[src/hdl/rv_pkg.sv]
package rv_pkg;

    localparam int XLEN = 32;                     // Data width
    localparam int REG_ADDR_W = 5;                // Register index width

    typedef logic [XLEN-1:0] data_t;              // Data word
    typedef logic [31:0] inst_t;                  // Instruction word
    typedef logic [REG_ADDR_W-1:0] reg_addr_t;    // Register index

    // Major opcodes of the supported subset
    typedef enum logic [6:0] {
        opc_op     = 7'b0110011,
        opc_op_imm = 7'b0010011,
        opc_lui    = 7'b0110111,
        opc_auipc  = 7'b0010111,
        opc_jal    = 7'b1101111,
        opc_jalr   = 7'b1100111,
        opc_branch = 7'b1100011
    } opcode_e;

    typedef enum logic [3:0] {
        alu_add = 4'd0,                           // Reset value
        alu_sub, alu_sll, alu_slt, alu_sltu, alu_xor,
        alu_srl, alu_sra, alu_or, alu_and,
        alu_pass_b                                // LUI
    } alu_op_e;

    typedef enum logic {opa_rs1, opa_pc} opa_sel_e;
    typedef enum logic {opb_rs2, opb_imm} opb_sel_e;

    typedef enum logic [3:0] {
        br_none = 4'd0,
        br_eq, br_ne, br_lt, br_ge, br_ltu, br_geu,
        br_jal, br_jalr
    } br_op_e;

    typedef enum logic {wb_alu, wb_pc4} wb_sel_e;

    typedef struct packed {
        data_t     pc;                            // Instruction address
        data_t     imm;                           // Selected immediate
        data_t     rs1_data;
        data_t     rs2_data;
        reg_addr_t rd;
        logic      rd_we;                         // Cleared on bubble, branch, x0
        logic      illegal;
        opa_sel_e  opa_sel;
        opb_sel_e  opb_sel;
        alu_op_e   alu_op;
        br_op_e    br_op;
        wb_sel_e   wb_sel;
    } idex_t;

    typedef struct packed {
        reg_addr_t rd;
        logic      rd_we;
        data_t     alu_res;
        data_t     pc_plus4;                      // Link value for jumps
        wb_sel_e   wb_sel;
    } exwb_t;

    typedef struct packed {
        logic      en;                            // Write strobe
        reg_addr_t addr;
        data_t     data;
    } wb_t;

endpackage

[src/hdl/rv_regfile.sv]
`timescale 1ns/100ps

module rv_regfile (
    input  logic              i_clock,
    input  logic              i_rst,
    input  rv_pkg::reg_addr_t i_rs1_addr,     // Read port A
    input  rv_pkg::reg_addr_t i_rs2_addr,     // Read port B
    input  rv_pkg::wb_t       i_wb,           // Write port
    output rv_pkg::data_t     o_rs1_data,
    output rv_pkg::data_t     o_rs2_data
);

    rv_pkg::data_t regs [32];                 // Entry 0 never written

    // x0, then same-cycle write bypass, then array
    function automatic rv_pkg::data_t read_port(input rv_pkg::reg_addr_t addr);
        if (addr == '0) begin
            return '0;
        end
        if (i_wb.en && (i_wb.addr == addr)) begin
            return i_wb.data;                 // Write-through
        end
        return regs[addr];
    endfunction

    always_ff @(posedge i_clock) begin
        if (i_rst) begin
            for (int i = 0; i < 32; i++) begin
                regs[i] <= '0;
            end
        end else if (i_wb.en && (i_wb.addr != '0)) begin
            regs[i_wb.addr] <= i_wb.data;     // x0 stays zero
        end
    end

    always_comb begin
        o_rs1_data = read_port(i_rs1_addr);
        o_rs2_data = read_port(i_rs2_addr);
    end

endmodule

[src/hdl/rv_decode.sv]
`timescale 1ns/100ps

module rv_decode (
    input  logic              i_inst_valid,   // Fetch strobe
    input  rv_pkg::inst_t     i_inst,
    input  rv_pkg::data_t     i_pc,
    input  rv_pkg::data_t     i_rs1_data,     // From register file
    input  rv_pkg::data_t     i_rs2_data,
    output rv_pkg::reg_addr_t o_rs1_addr,
    output rv_pkg::reg_addr_t o_rs2_addr,
    output rv_pkg::idex_t     o_idex
);

    rv_pkg::opcode_e   opcode;
    rv_pkg::alu_op_e   alu_f3;                // ALU op from funct3/funct7
    rv_pkg::reg_addr_t rd;
    logic [2:0]        funct3;
    logic [6:0]        funct7;
    rv_pkg::data_t     imm_i;
    rv_pkg::data_t     imm_u;
    rv_pkg::data_t     imm_b;
    rv_pkg::data_t     imm_j;

    assign opcode     = rv_pkg::opcode_e'(i_inst[6:0]);
    assign rd         = i_inst[11:7];
    assign funct3     = i_inst[14:12];
    assign o_rs1_addr = i_inst[19:15];
    assign o_rs2_addr = i_inst[24:20];
    assign funct7     = i_inst[31:25];

    assign imm_i = {{20{i_inst[31]}}, i_inst[31:20]};
    assign imm_u = {i_inst[31:12], 12'b0};
    assign imm_b = {{19{i_inst[31]}}, i_inst[31], i_inst[7], i_inst[30:25],
                    i_inst[11:8], 1'b0};
    assign imm_j = {{11{i_inst[31]}}, i_inst[31], i_inst[19:12], i_inst[20],
                    i_inst[30:21], 1'b0};

    always_comb begin
        case (funct3)
            3'b000:  alu_f3 = (opcode == rv_pkg::opc_op && funct7[5]) ?
                              rv_pkg::alu_sub : rv_pkg::alu_add;   // sub only for OP
            3'b001:  alu_f3 = rv_pkg::alu_sll;
            3'b010:  alu_f3 = rv_pkg::alu_slt;
            3'b011:  alu_f3 = rv_pkg::alu_sltu;
            3'b100:  alu_f3 = rv_pkg::alu_xor;
            3'b101:  alu_f3 = funct7[5] ? rv_pkg::alu_sra : rv_pkg::alu_srl;
            3'b110:  alu_f3 = rv_pkg::alu_or;
            default: alu_f3 = rv_pkg::alu_and;
        endcase
    end

    always_comb begin
        o_idex          = '0;
        o_idex.pc       = i_pc;
        o_idex.rs1_data = i_rs1_data;
        o_idex.rs2_data = i_rs2_data;
        o_idex.rd       = rd;
        o_idex.rd_we    = (rd != '0);             // No writes to x0
        o_idex.imm      = imm_i;                  // Default I-type
        o_idex.opa_sel  = rv_pkg::opa_rs1;
        o_idex.opb_sel  = rv_pkg::opb_rs2;
        o_idex.alu_op   = rv_pkg::alu_add;
        o_idex.br_op    = rv_pkg::br_none;
        o_idex.wb_sel   = rv_pkg::wb_alu;
        case (opcode)
            rv_pkg::opc_op: o_idex.alu_op = alu_f3;
            rv_pkg::opc_op_imm: begin
                o_idex.opb_sel = rv_pkg::opb_imm;
                o_idex.alu_op  = alu_f3;
            end
            rv_pkg::opc_lui: begin
                o_idex.imm     = imm_u;
                o_idex.opb_sel = rv_pkg::opb_imm;
                o_idex.alu_op  = rv_pkg::alu_pass_b;
            end
            rv_pkg::opc_auipc: begin
                o_idex.imm     = imm_u;
                o_idex.opa_sel = rv_pkg::opa_pc;  // pc + imm
                o_idex.opb_sel = rv_pkg::opb_imm;
            end
            rv_pkg::opc_jal: begin
                o_idex.imm    = imm_j;
                o_idex.br_op  = rv_pkg::br_jal;
                o_idex.wb_sel = rv_pkg::wb_pc4;   // Link
            end
            rv_pkg::opc_jalr: begin
                o_idex.br_op  = rv_pkg::br_jalr;
                o_idex.wb_sel = rv_pkg::wb_pc4;
            end
            rv_pkg::opc_branch: begin
                o_idex.imm   = imm_b;
                o_idex.rd_we = 1'b0;              // Branches never write
                case (funct3)
                    3'b000:  o_idex.br_op = rv_pkg::br_eq;
                    3'b001:  o_idex.br_op = rv_pkg::br_ne;
                    3'b100:  o_idex.br_op = rv_pkg::br_lt;
                    3'b101:  o_idex.br_op = rv_pkg::br_ge;
                    3'b110:  o_idex.br_op = rv_pkg::br_ltu;
                    3'b111:  o_idex.br_op = rv_pkg::br_geu;
                    default: o_idex.br_op = rv_pkg::br_none;
                endcase
            end
            default: begin
                o_idex.rd_we   = 1'b0;
                o_idex.illegal = 1'b1;            // Loads, stores, system, ...
            end
        endcase
        if (!i_inst_valid) begin
            o_idex.rd_we   = 1'b0;                // Bubble
            o_idex.illegal = 1'b0;
            o_idex.br_op   = rv_pkg::br_none;
        end
    end

endmodule

[src/hdl/rv_idex_reg.sv]
`timescale 1ns/100ps

module rv_idex_reg (
    input  logic          i_clock,
    input  logic          i_rst,
    input  logic          i_flush,        // Redirect from execute
    input  rv_pkg::idex_t i_idex,
    output rv_pkg::idex_t o_idex
);

    always_ff @(posedge i_clock) begin
        if (i_rst) begin
            o_idex <= '0;                 // alu_op comes out as add
        end else begin
            o_idex <= i_idex;
            if (i_flush) begin
                // Squash the shadow instruction, keep its payload
                o_idex.rd_we   <= 1'b0;
                o_idex.illegal <= 1'b0;
                o_idex.br_op   <= rv_pkg::br_none;
            end
        end
    end

endmodule

[src/hdl/rv_execute.sv]
`timescale 1ns/100ps

module rv_execute (
    input  rv_pkg::idex_t i_idex,
    output rv_pkg::exwb_t o_exwb,
    output logic          o_redirect,     // Taken branch or jump
    output rv_pkg::data_t o_target,
    output logic          o_illegal
);

    rv_pkg::data_t op_a;
    rv_pkg::data_t op_b;
    rv_pkg::data_t alu_res;
    rv_pkg::data_t rs1;
    rv_pkg::data_t rs2;
    rv_pkg::data_t jalr_sum;
    logic [4:0]    shamt;
    logic          taken;

    assign rs1   = i_idex.rs1_data;
    assign rs2   = i_idex.rs2_data;
    assign op_a  = (i_idex.opa_sel == rv_pkg::opa_pc) ? i_idex.pc : rs1;
    assign op_b  = (i_idex.opb_sel == rv_pkg::opb_imm) ? i_idex.imm : rs2;
    assign shamt = op_b[4:0];                 // Low 5 bits only

    always_comb begin
        case (i_idex.alu_op)
            rv_pkg::alu_sub:    alu_res = op_a - op_b;
            rv_pkg::alu_sll:    alu_res = op_a << shamt;
            rv_pkg::alu_slt:    alu_res = {31'b0, $signed(op_a) < $signed(op_b)};
            rv_pkg::alu_sltu:   alu_res = {31'b0, op_a < op_b};
            rv_pkg::alu_xor:    alu_res = op_a ^ op_b;
            rv_pkg::alu_srl:    alu_res = op_a >> shamt;
            rv_pkg::alu_sra:    alu_res = rv_pkg::data_t'($signed(op_a) >>> shamt);
            rv_pkg::alu_or:     alu_res = op_a | op_b;
            rv_pkg::alu_and:    alu_res = op_a & op_b;
            rv_pkg::alu_pass_b: alu_res = op_b;   // LUI
            default:            alu_res = op_a + op_b;
        endcase
    end

    // Branch condition on the raw register values
    always_comb begin
        case (i_idex.br_op)
            rv_pkg::br_eq:   taken = (rs1 == rs2);
            rv_pkg::br_ne:   taken = (rs1 != rs2);
            rv_pkg::br_lt:   taken = ($signed(rs1) < $signed(rs2));
            rv_pkg::br_ge:   taken = ($signed(rs1) >= $signed(rs2));
            rv_pkg::br_ltu:  taken = (rs1 < rs2);
            rv_pkg::br_geu:  taken = (rs1 >= rs2);
            rv_pkg::br_jal,
            rv_pkg::br_jalr: taken = 1'b1;        // Jumps always redirect
            default:         taken = 1'b0;
        endcase
    end

    assign jalr_sum   = rs1 + i_idex.imm;
    assign o_target   = (i_idex.br_op == rv_pkg::br_jalr) ?
                        {jalr_sum[31:1], 1'b0} : i_idex.pc + i_idex.imm;
    assign o_redirect = taken;
    assign o_illegal  = i_idex.illegal;

    assign o_exwb.rd       = i_idex.rd;
    assign o_exwb.rd_we    = i_idex.rd_we;
    assign o_exwb.alu_res  = alu_res;
    assign o_exwb.pc_plus4 = i_idex.pc + 32'd4;   // Link address
    assign o_exwb.wb_sel   = i_idex.wb_sel;

endmodule

[src/hdl/rv_result.sv]
`timescale 1ns/100ps

module rv_result (
    input  logic          i_clock,
    input  logic          i_rst,
    input  rv_pkg::exwb_t i_exwb,
    output rv_pkg::wb_t   o_wb
);

    rv_pkg::exwb_t exwb_q;                    // EX/WB stage register

    always_ff @(posedge i_clock) begin
        exwb_q <= i_exwb;
        if (i_rst) begin
            exwb_q.rd_we <= 1'b0;             // Only the enable is cleared
        end
    end

    assign o_wb.en   = exwb_q.rd_we;
    assign o_wb.addr = exwb_q.rd;
    assign o_wb.data = (exwb_q.wb_sel == rv_pkg::wb_pc4) ?
                       exwb_q.pc_plus4 : exwb_q.alu_res;    // Link or ALU

endmodule

[src/hdl/rv_core.sv]
`timescale 1ns/100ps

module rv_core (
    input  logic          i_clock,
    input  logic          i_rst,
    input  logic          i_inst_valid,   // Low means bubble
    input  rv_pkg::inst_t i_inst,
    input  rv_pkg::data_t i_pc,
    output rv_pkg::wb_t   o_wb,           // Register write, cycle n+2
    output logic          o_redirect,     // Pulse in cycle n+1
    output rv_pkg::data_t o_target,
    output logic          o_illegal
);

    rv_pkg::reg_addr_t rs1_addr;
    rv_pkg::reg_addr_t rs2_addr;
    rv_pkg::data_t     rs1_data;
    rv_pkg::data_t     rs2_data;
    rv_pkg::idex_t     id_idex;           // Decode output
    rv_pkg::idex_t     ex_idex;           // ID/EX register output
    rv_pkg::exwb_t     ex_exwb;

    rv_decode u_decode (
        .i_inst_valid (i_inst_valid),
        .i_inst       (i_inst),
        .i_pc         (i_pc),
        .i_rs1_data   (rs1_data),
        .i_rs2_data   (rs2_data),
        .o_rs1_addr   (rs1_addr),
        .o_rs2_addr   (rs2_addr),
        .o_idex       (id_idex)
    );

    rv_regfile u_regfile (
        .i_clock    (i_clock),
        .i_rst      (i_rst),
        .i_rs1_addr (rs1_addr),
        .i_rs2_addr (rs2_addr),
        .i_wb       (o_wb),               // Write port from result stage
        .o_rs1_data (rs1_data),
        .o_rs2_data (rs2_data)
    );

    rv_idex_reg u_idex_reg (
        .i_clock (i_clock),
        .i_rst   (i_rst),
        .i_flush (o_redirect),            // Kill the shadow instruction
        .i_idex  (id_idex),
        .o_idex  (ex_idex)
    );

    rv_execute u_execute (
        .i_idex     (ex_idex),
        .o_exwb     (ex_exwb),
        .o_redirect (o_redirect),
        .o_target   (o_target),
        .o_illegal  (o_illegal)
    );

    rv_result u_result (
        .i_clock (i_clock),
        .i_rst   (i_rst),
        .i_exwb  (ex_exwb),
        .o_wb    (o_wb)
    );

endmodule

[config.mk]
export PLATFORM = sky130hd
export DESIGN_NAME = rv_core
export DESIGN_NICKNAME = d
export VERILOG_FILES = /design/src/hdl/rv_pkg.sv /design/src/hdl/rv_regfile.sv /design/src/hdl/rv_decode.sv /design/src/hdl/rv_idex_reg.sv /design/src/hdl/rv_execute.sv /design/src/hdl/rv_result.sv /design/src/hdl/rv_core.sv
export SDC_FILE = /design/constraint.sdc
export NUM_CORES = 2
export LEC_CHECK = 0
export BUFFER_PORTS_ARGS = -buffer_cell sky130_fd_sc_hd__buf_2
export CAP_MARGIN = 10
export CORE_MARGIN = 2
export CORE_UTILIZATION = 45
export CTS_CLUSTER_DIAMETER = 120
export DETAILED_ROUTE_END_ITERATION = 10
export GPL_TIMING_DRIVEN = 0
export MAX_ROUTING_LAYER = met4
export SYNTH_ARGS = -nofsm -noshare
export SYNTH_HDL_FRONTEND = slang
export SYNTH_SLANG_ARGS = --single-unit
export TNS_END_PERCENT = 50
[constraint.sdc]
create_clock -name i_clock -period 11.61 [get_ports i_clock]
set_input_delay 1.161 -clock i_clock [delete_from_list [all_inputs] [get_ports i_clock]]
set_output_delay 1.161 -clock i_clock [all_outputs]
set_load 0.05 [all_outputs]
-- Word-level counts from Yosys, hierarchy flattened
Memory sizes are Yosys's and may differ from the RTL's.
Index checks and enable logic that the tools add are counted.
- div/mod/pow operators: 0
- equal/unequal tests: 36
- add/sub/neg operators: 5
- reduce and logical (&&, ||, !) cells: 19
- bitwise gates (word level): 5
- muxes and demuxes: 39
- shift operators: 3
- $mul: 0
- $lt $le $gt $ge: 6
- operators with widths (operator ; count):
    two-way mux 32 bit ; 13
    one-hot mux 32 bit (10 select lines) ; 1
    < comparator 32 bit ; 4
    adder 32 bit ; 3
    one-hot mux 31 bit (3 select lines) ; 1
    greater-or-equal comparator 32 bit ; 2
    adder 32 x 3 -> 32 bit (second input constant) ; 1
    bitwise AND 32 bit ; 1
    == test 32 bit ; 1
    == test 4 x 3 -> 1 bit (second input constant) ; 8
    != test 32 bit ; 1
    OR 32 bit ; 1
    OR reduction 32 bit ; 1
    << shifter 32 x 5 -> 32 bit ; 1
    >> shifter 32 x 5 -> 32 bit ; 1
    >>> shifter 32 x 5 -> 32 bit ; 1
    subtractor 32 bit ; 1
    bitwise XOR 32 bit ; 1
    one-hot mux 4 bit (7 select lines) ; 1
    == test 7 bit (second input constant) ; 3
    two-way mux 1 bit ; 18
    one-hot mux 3 bit (6 select lines) ; 1
    == test 4 x 2 -> 1 bit (second input constant) ; 4
    == test 4 bit (second input constant) ; 4
    21 further kinds ; 39
- word-level logic and storage cells: 131
- output and inout bits: 72
- memory bits (read-only): 0
- register bits after elaboration: 217
- input port bits: 67
- bits in latches: 0
- memory bits (writable): 1024
- memories: 1
- memories (memory ; depth ; bits a word ; read ports ; clocked after memory_dff ; write ports ; line ; RTL):
    u_regfile.regs ; 32 ; 32 ; 2 ; 0 ; 32 ; rv_regfile.sv:13 ; rv_pkg::data_t regs [32];

-- Longest topological paths before layout
- word-level depth: 7
- gate-level depth with buffers: 19
- gate-level depth less buffers: 15

-- Cells and area by module
A second synthesis with hierarchy kept.
- cells, all modules: 6552
- area total of the unflattened synthesis: 76447.1 um^2
- by module, submodules not included (module ; times used ; area each (um^2) ; cells each):
    rv_regfile ; 1 ; 55055.3 ; 3797
    rv_execute ; 1 ; 13889.6 ; 2113
    rv_idex_reg ; 1 ; 3960.0 ; 308
    rv_result ; 1 ; 2016.9 ; 114
    rv_decode ; 1 ; 1525.2 ; 220

-- Least setup slack after synthesis
OpenSTA, ideal clock, no wires.
- path kind: flip-flop to output port
- start point: reg u_idex_reg.o_idex[116] (netlist bit)
- end point: out o_target[31]
- path slack: 6.387 ns
- data arrival time: 4.062 ns
- stages on the path, launching flop included: 12
- cell sequence: dfxtp_1 -> ha_1 -> o21ai_0 -> o21bai_1 -> a21oi_1 -> o21ai_1 -> a2111oi_0 -> o31ai_1 -> a41oi_1 -> a21oi_1 -> a21boi_0 -> nor4_1
- longest elaborated chain between the ends: 2
- ends and longest elaborated chain (item ; line ; RTL):
    start, declared ; rv_idex_reg.sv:8 ; output rv_pkg::idex_t o_idex
    start signal, assigned ; rv_idex_reg.sv:15 ; o_idex <= i_idex;
    adder 32 bit ; rv_execute.sv:59 ; {jalr_sum[31:1], 1'b0} : i_idex.pc + i_idex.imm;
    two-way mux 32 bit ; rv_execute.sv:58 ; assign o_target = (i_idex.br_op == rv_pkg::br_jalr) ?
    end, declared ; rv_core.sv:11 ; output rv_pkg::data_t o_target,
Every way passes these cells.

==> results.cfg <==
[clock_tree]
cts_resized = 0
numCtsBuffers = 145
clkLatencyLatePin_ns = 0.86
clockRootBuffer = clkbuf_16
clk_pin_slew_ns = 0.06
post_cts_buffers = 0
cts_tree = built
cts_hold_buffers = 0
clock_tree.buffer_depth = 3
cts.sinks = 1241
htree_levels = 4

[finish]
drive_above_1_share_pct = 16.05
fin_area_um2 = 82600
stdcell_count = 9149
fill_cells = 14398
syn2layout_area_growth_pct = 13.97
final_util_pct = 51.56
final_nets = 7112

[run]
maxCapViolations = 3

[floorplan]
core_area_um2 = 160200
die_h_um = 405.3
fp-row-count = 147
initial_core_util_pct = 45.24
die_w_um = 405.3
dieArea_um2 = 164300
io_pins = 139

[sta]
finalClockSkew_ns = 0.06720
layout_setup_ws_ns = 4.383
finalCriticalPeriod_ns = 7.227
slew_headroom_pct = -14.51
period_share_pct = 62.25
rsz0062_at_grt = false
fmax_mhz = 138.4
setup_viol = 0
slew_violations = 2
hold_viol_final = 0
whs_ns = 0.3281
worst_pin_slew_ns = 1.700
fin_setup_tns_ns = 0

[place]
dp_slack_ns = 4.554
dp.cells = 8850
dpl.hpwl_mm = 285.6
globalplace.congestion = 1.081
io_buffers = 129
dpl_cell_area_um2 = 77630

[power_and_ir_drop]
power.share.clock_pct = 35.7
sequentialPowerShare_pct = 40.1
swShare_pct = 34.79
p_comb_share_pct = 24.2
ir_worst_vdd_uv = 246.0
leakage_nw = 30.61
p_total_mw = 12.91
p_int_mw = 8.416
p_per_area_nw_per_um2 = 156.3
p_sw_mw = 4.491

[worst_hold_path]
min_from = u_idex_reg.o_idex[14]$_SDFF_PP0_
hp-class = reg2reg

[global_route]
grt_overflow = 0
track_usage_pct = 45.86
grt_pass1_vias = 59030
grt_max_degree = 33
grt_pass1_wl_mm = 491.5
antenna_found_initial = 21

[synthesis]
synth_ff_type = edfxtp_1
yosysWarnings = 0
async_flop_share_pct = 0
syn_area_per_cell_um2 = 11.25
synth_area_um2 = 72470
synth_edf_count = 1024
ys_seq_area_share_pct = 48.42
syn_inst = 6443
ys_seq_elements = 1241
yosys.cell_types.count = 92

[critical_path]
critical_path.startpoint = u_idex_reg.o_idex[9]$_SDFF_PP0_
worst-path-max-fanout = 10
crit_type = reg2reg
arrival_ns = 7.90
end_kind = flip-flop
r2r_start = u_idex_reg.o_idex[9]$_SDFF_PP0_
start_kind = flip-flop
critical_path_required_ns = 12.28

[detailed_routing]
drtPass1Iterations = 7
avgRoutedWirePerCell_um = 40.28
vias = 61020
routed_via_density = 6.670
routed_wl_mm = 368.5
drc = 0
drt_iter0_markers = 8040
ant_nets = 0

[status]
outcome = complete, but fails checks
violations = capacitance limit, slew limit
path summary, 6_finish.rpt:
path | slack [ns] | cells past startpoint | to
max | 4.38 | 17 | u_result.exwb_q[33]$_DFF_P_
min | 0.33 | 0 | u_result.o_wb[33]$_DFF_P_
max reg2reg | 4.38 | 17 | u_result.exwb_q[33]$_DFF_P_
min reg2reg | 0.33 | 0 | u_result.o_wb[33]$_DFF_P_
flip-flops by register name (all words and copies together), names as in the netlist:
register	flops
u_regfile.regs	1024
u_idex_reg.o_idex	146
u_result.exwb_q	65
u_result.o_wb	6
cells in the mapped netlist (18+ instances only):
master	n	area [um^2]
nor3_1	45	225.2
a221oi_1	118	1033
o31ai_1	19	142.6
nand3_1	64	320.3
nand2_1	264	991.0
nor2_1	1408	5285
mux2i_1	369	3694
o21bai_1	30	225.2
clkbuf_1	447	1678
a211oi_1	95	713.2
o22ai_1	37	231.5
a31oi_1	18	112.6
a21o_1	47	352.8
xnor2_1	53	464.2
mux4_2	451	10160
buf_1	67	251.5
buf_2	29	145.1
o21a_1	20	150.1
a21oi_1	365	1827
and3_1	18	112.6
xor2_1	28	245.2
nor2b_1	92	575.6
ha_1	191	2390
dfxtp_1	217	4344
nand4_1	27	168.9
o21ai_0	256	1281
mux2_2	81	912.1
o211ai_1	34	255.2
inv_1	183	686.9
nand2b_1	63	394.1
a22oi_1	42	315.3
edfxtp_1	1024	30750
routing by layer:
| layer | GRT usage [%] | share of wire (%) | up-vias |
|---|---|---|---|
| met2 | 68.55 | 45 | 4352 |
| met3 | 11.21 | 9.5 | 1464 |
| li1 | - | - | 24878 |
| met5 | - | 0 | - |
| met4 | 47.18 | 13 | 0 |
| met1 | 48.55 | 33 | 30326 |
worst max-delay path: stages, from the launching register on:
cell       delay, ns
dfxtp_1         0.56
buf_4           0.31
clkbuf_1        0.38
buf_1           0.81
buf_1           0.70
mux2i_1         0.71
ha_1            0.35
buf_2           0.19
nor3b_1         0.15
nor3_1          0.36
o2111ai_1       0.39
a211oi_1        0.41
or3b_4          0.25
a221o_1         0.33
a41oi_2         0.23
a211o_1         0.45
a221oi_1        0.34
nor2_1          0.09
cells by family (layout without fill, tap and decap cells):
logic type	Yosys count	after routing	share of synthesized area (%)
AOI/OAI and AO/OA	1204	1204	10.72
xor gates and xnor gates	81	81	0.9789
adders and majority gates	195	195	3.408
buffers and inverters	741	1232	3.945
DFF	1241	1241	48.42
muxes	904	904	20.44
other	1	56	0.005174
and+or+nand+nor	2076	2076	12.08
layout by cell type, fill, tap and decap left out, types with 30 or more instances in the layout:
master     count
ha_1         191
clkbuf_1     469
nand3_1       64
mux4_2       451
nand2_1      264
buf_8         37
o211ai_1      34
edfxtp_1    1024
a21oi_1      365
o21ai_0      255
nor2b_1       92
o21bai_1      30
a21o_1        47
mux2i_1      337
o22ai_1       37
nor2_1      1408
clkbuf_16    149
nand2b_1      32
mux2_2        81
dfxtp_1      217
buf_12        31
buf_1         63
a221oi_1     118
nand2b_2      31
a22oi_1       42
xnor2_1       53
inv_1        183
conb_1        32
buf_2        164
a211oi_1      94
nor3_1        45
cell type report:
type	instances	area, um^2	share of cell area, %
Clock inverter	77	755.7	0.9150
Antenna cell	24	60.06	0.07271
Timing Repair Buffer	229	2223	2.692
Buffer	553	2165	2.621
Sequential cell	1241	35090	42.49
Multi-Input combinational cell	4492	34940	42.31
Inverter	188	705.7	0.8544
Tap cell	2160	2703	3.272
Clock buffer	185	3948	4.779
power by group through the flow:
stage / registers (mW) / logic, mW / clock network [mW]
floorplan: 5.16 / 1.60 / 0
global placement: 5.25 / 2.88 / 0
detailed placement: 5.26 / 2.98 / 0
CTS: 5.16 / 2.99 / 4.60
global route: 5.18 / 3.14 / 4.76
finish: 5.17 / 3.12 / 4.61
Power figures use the tool's default switching activity.
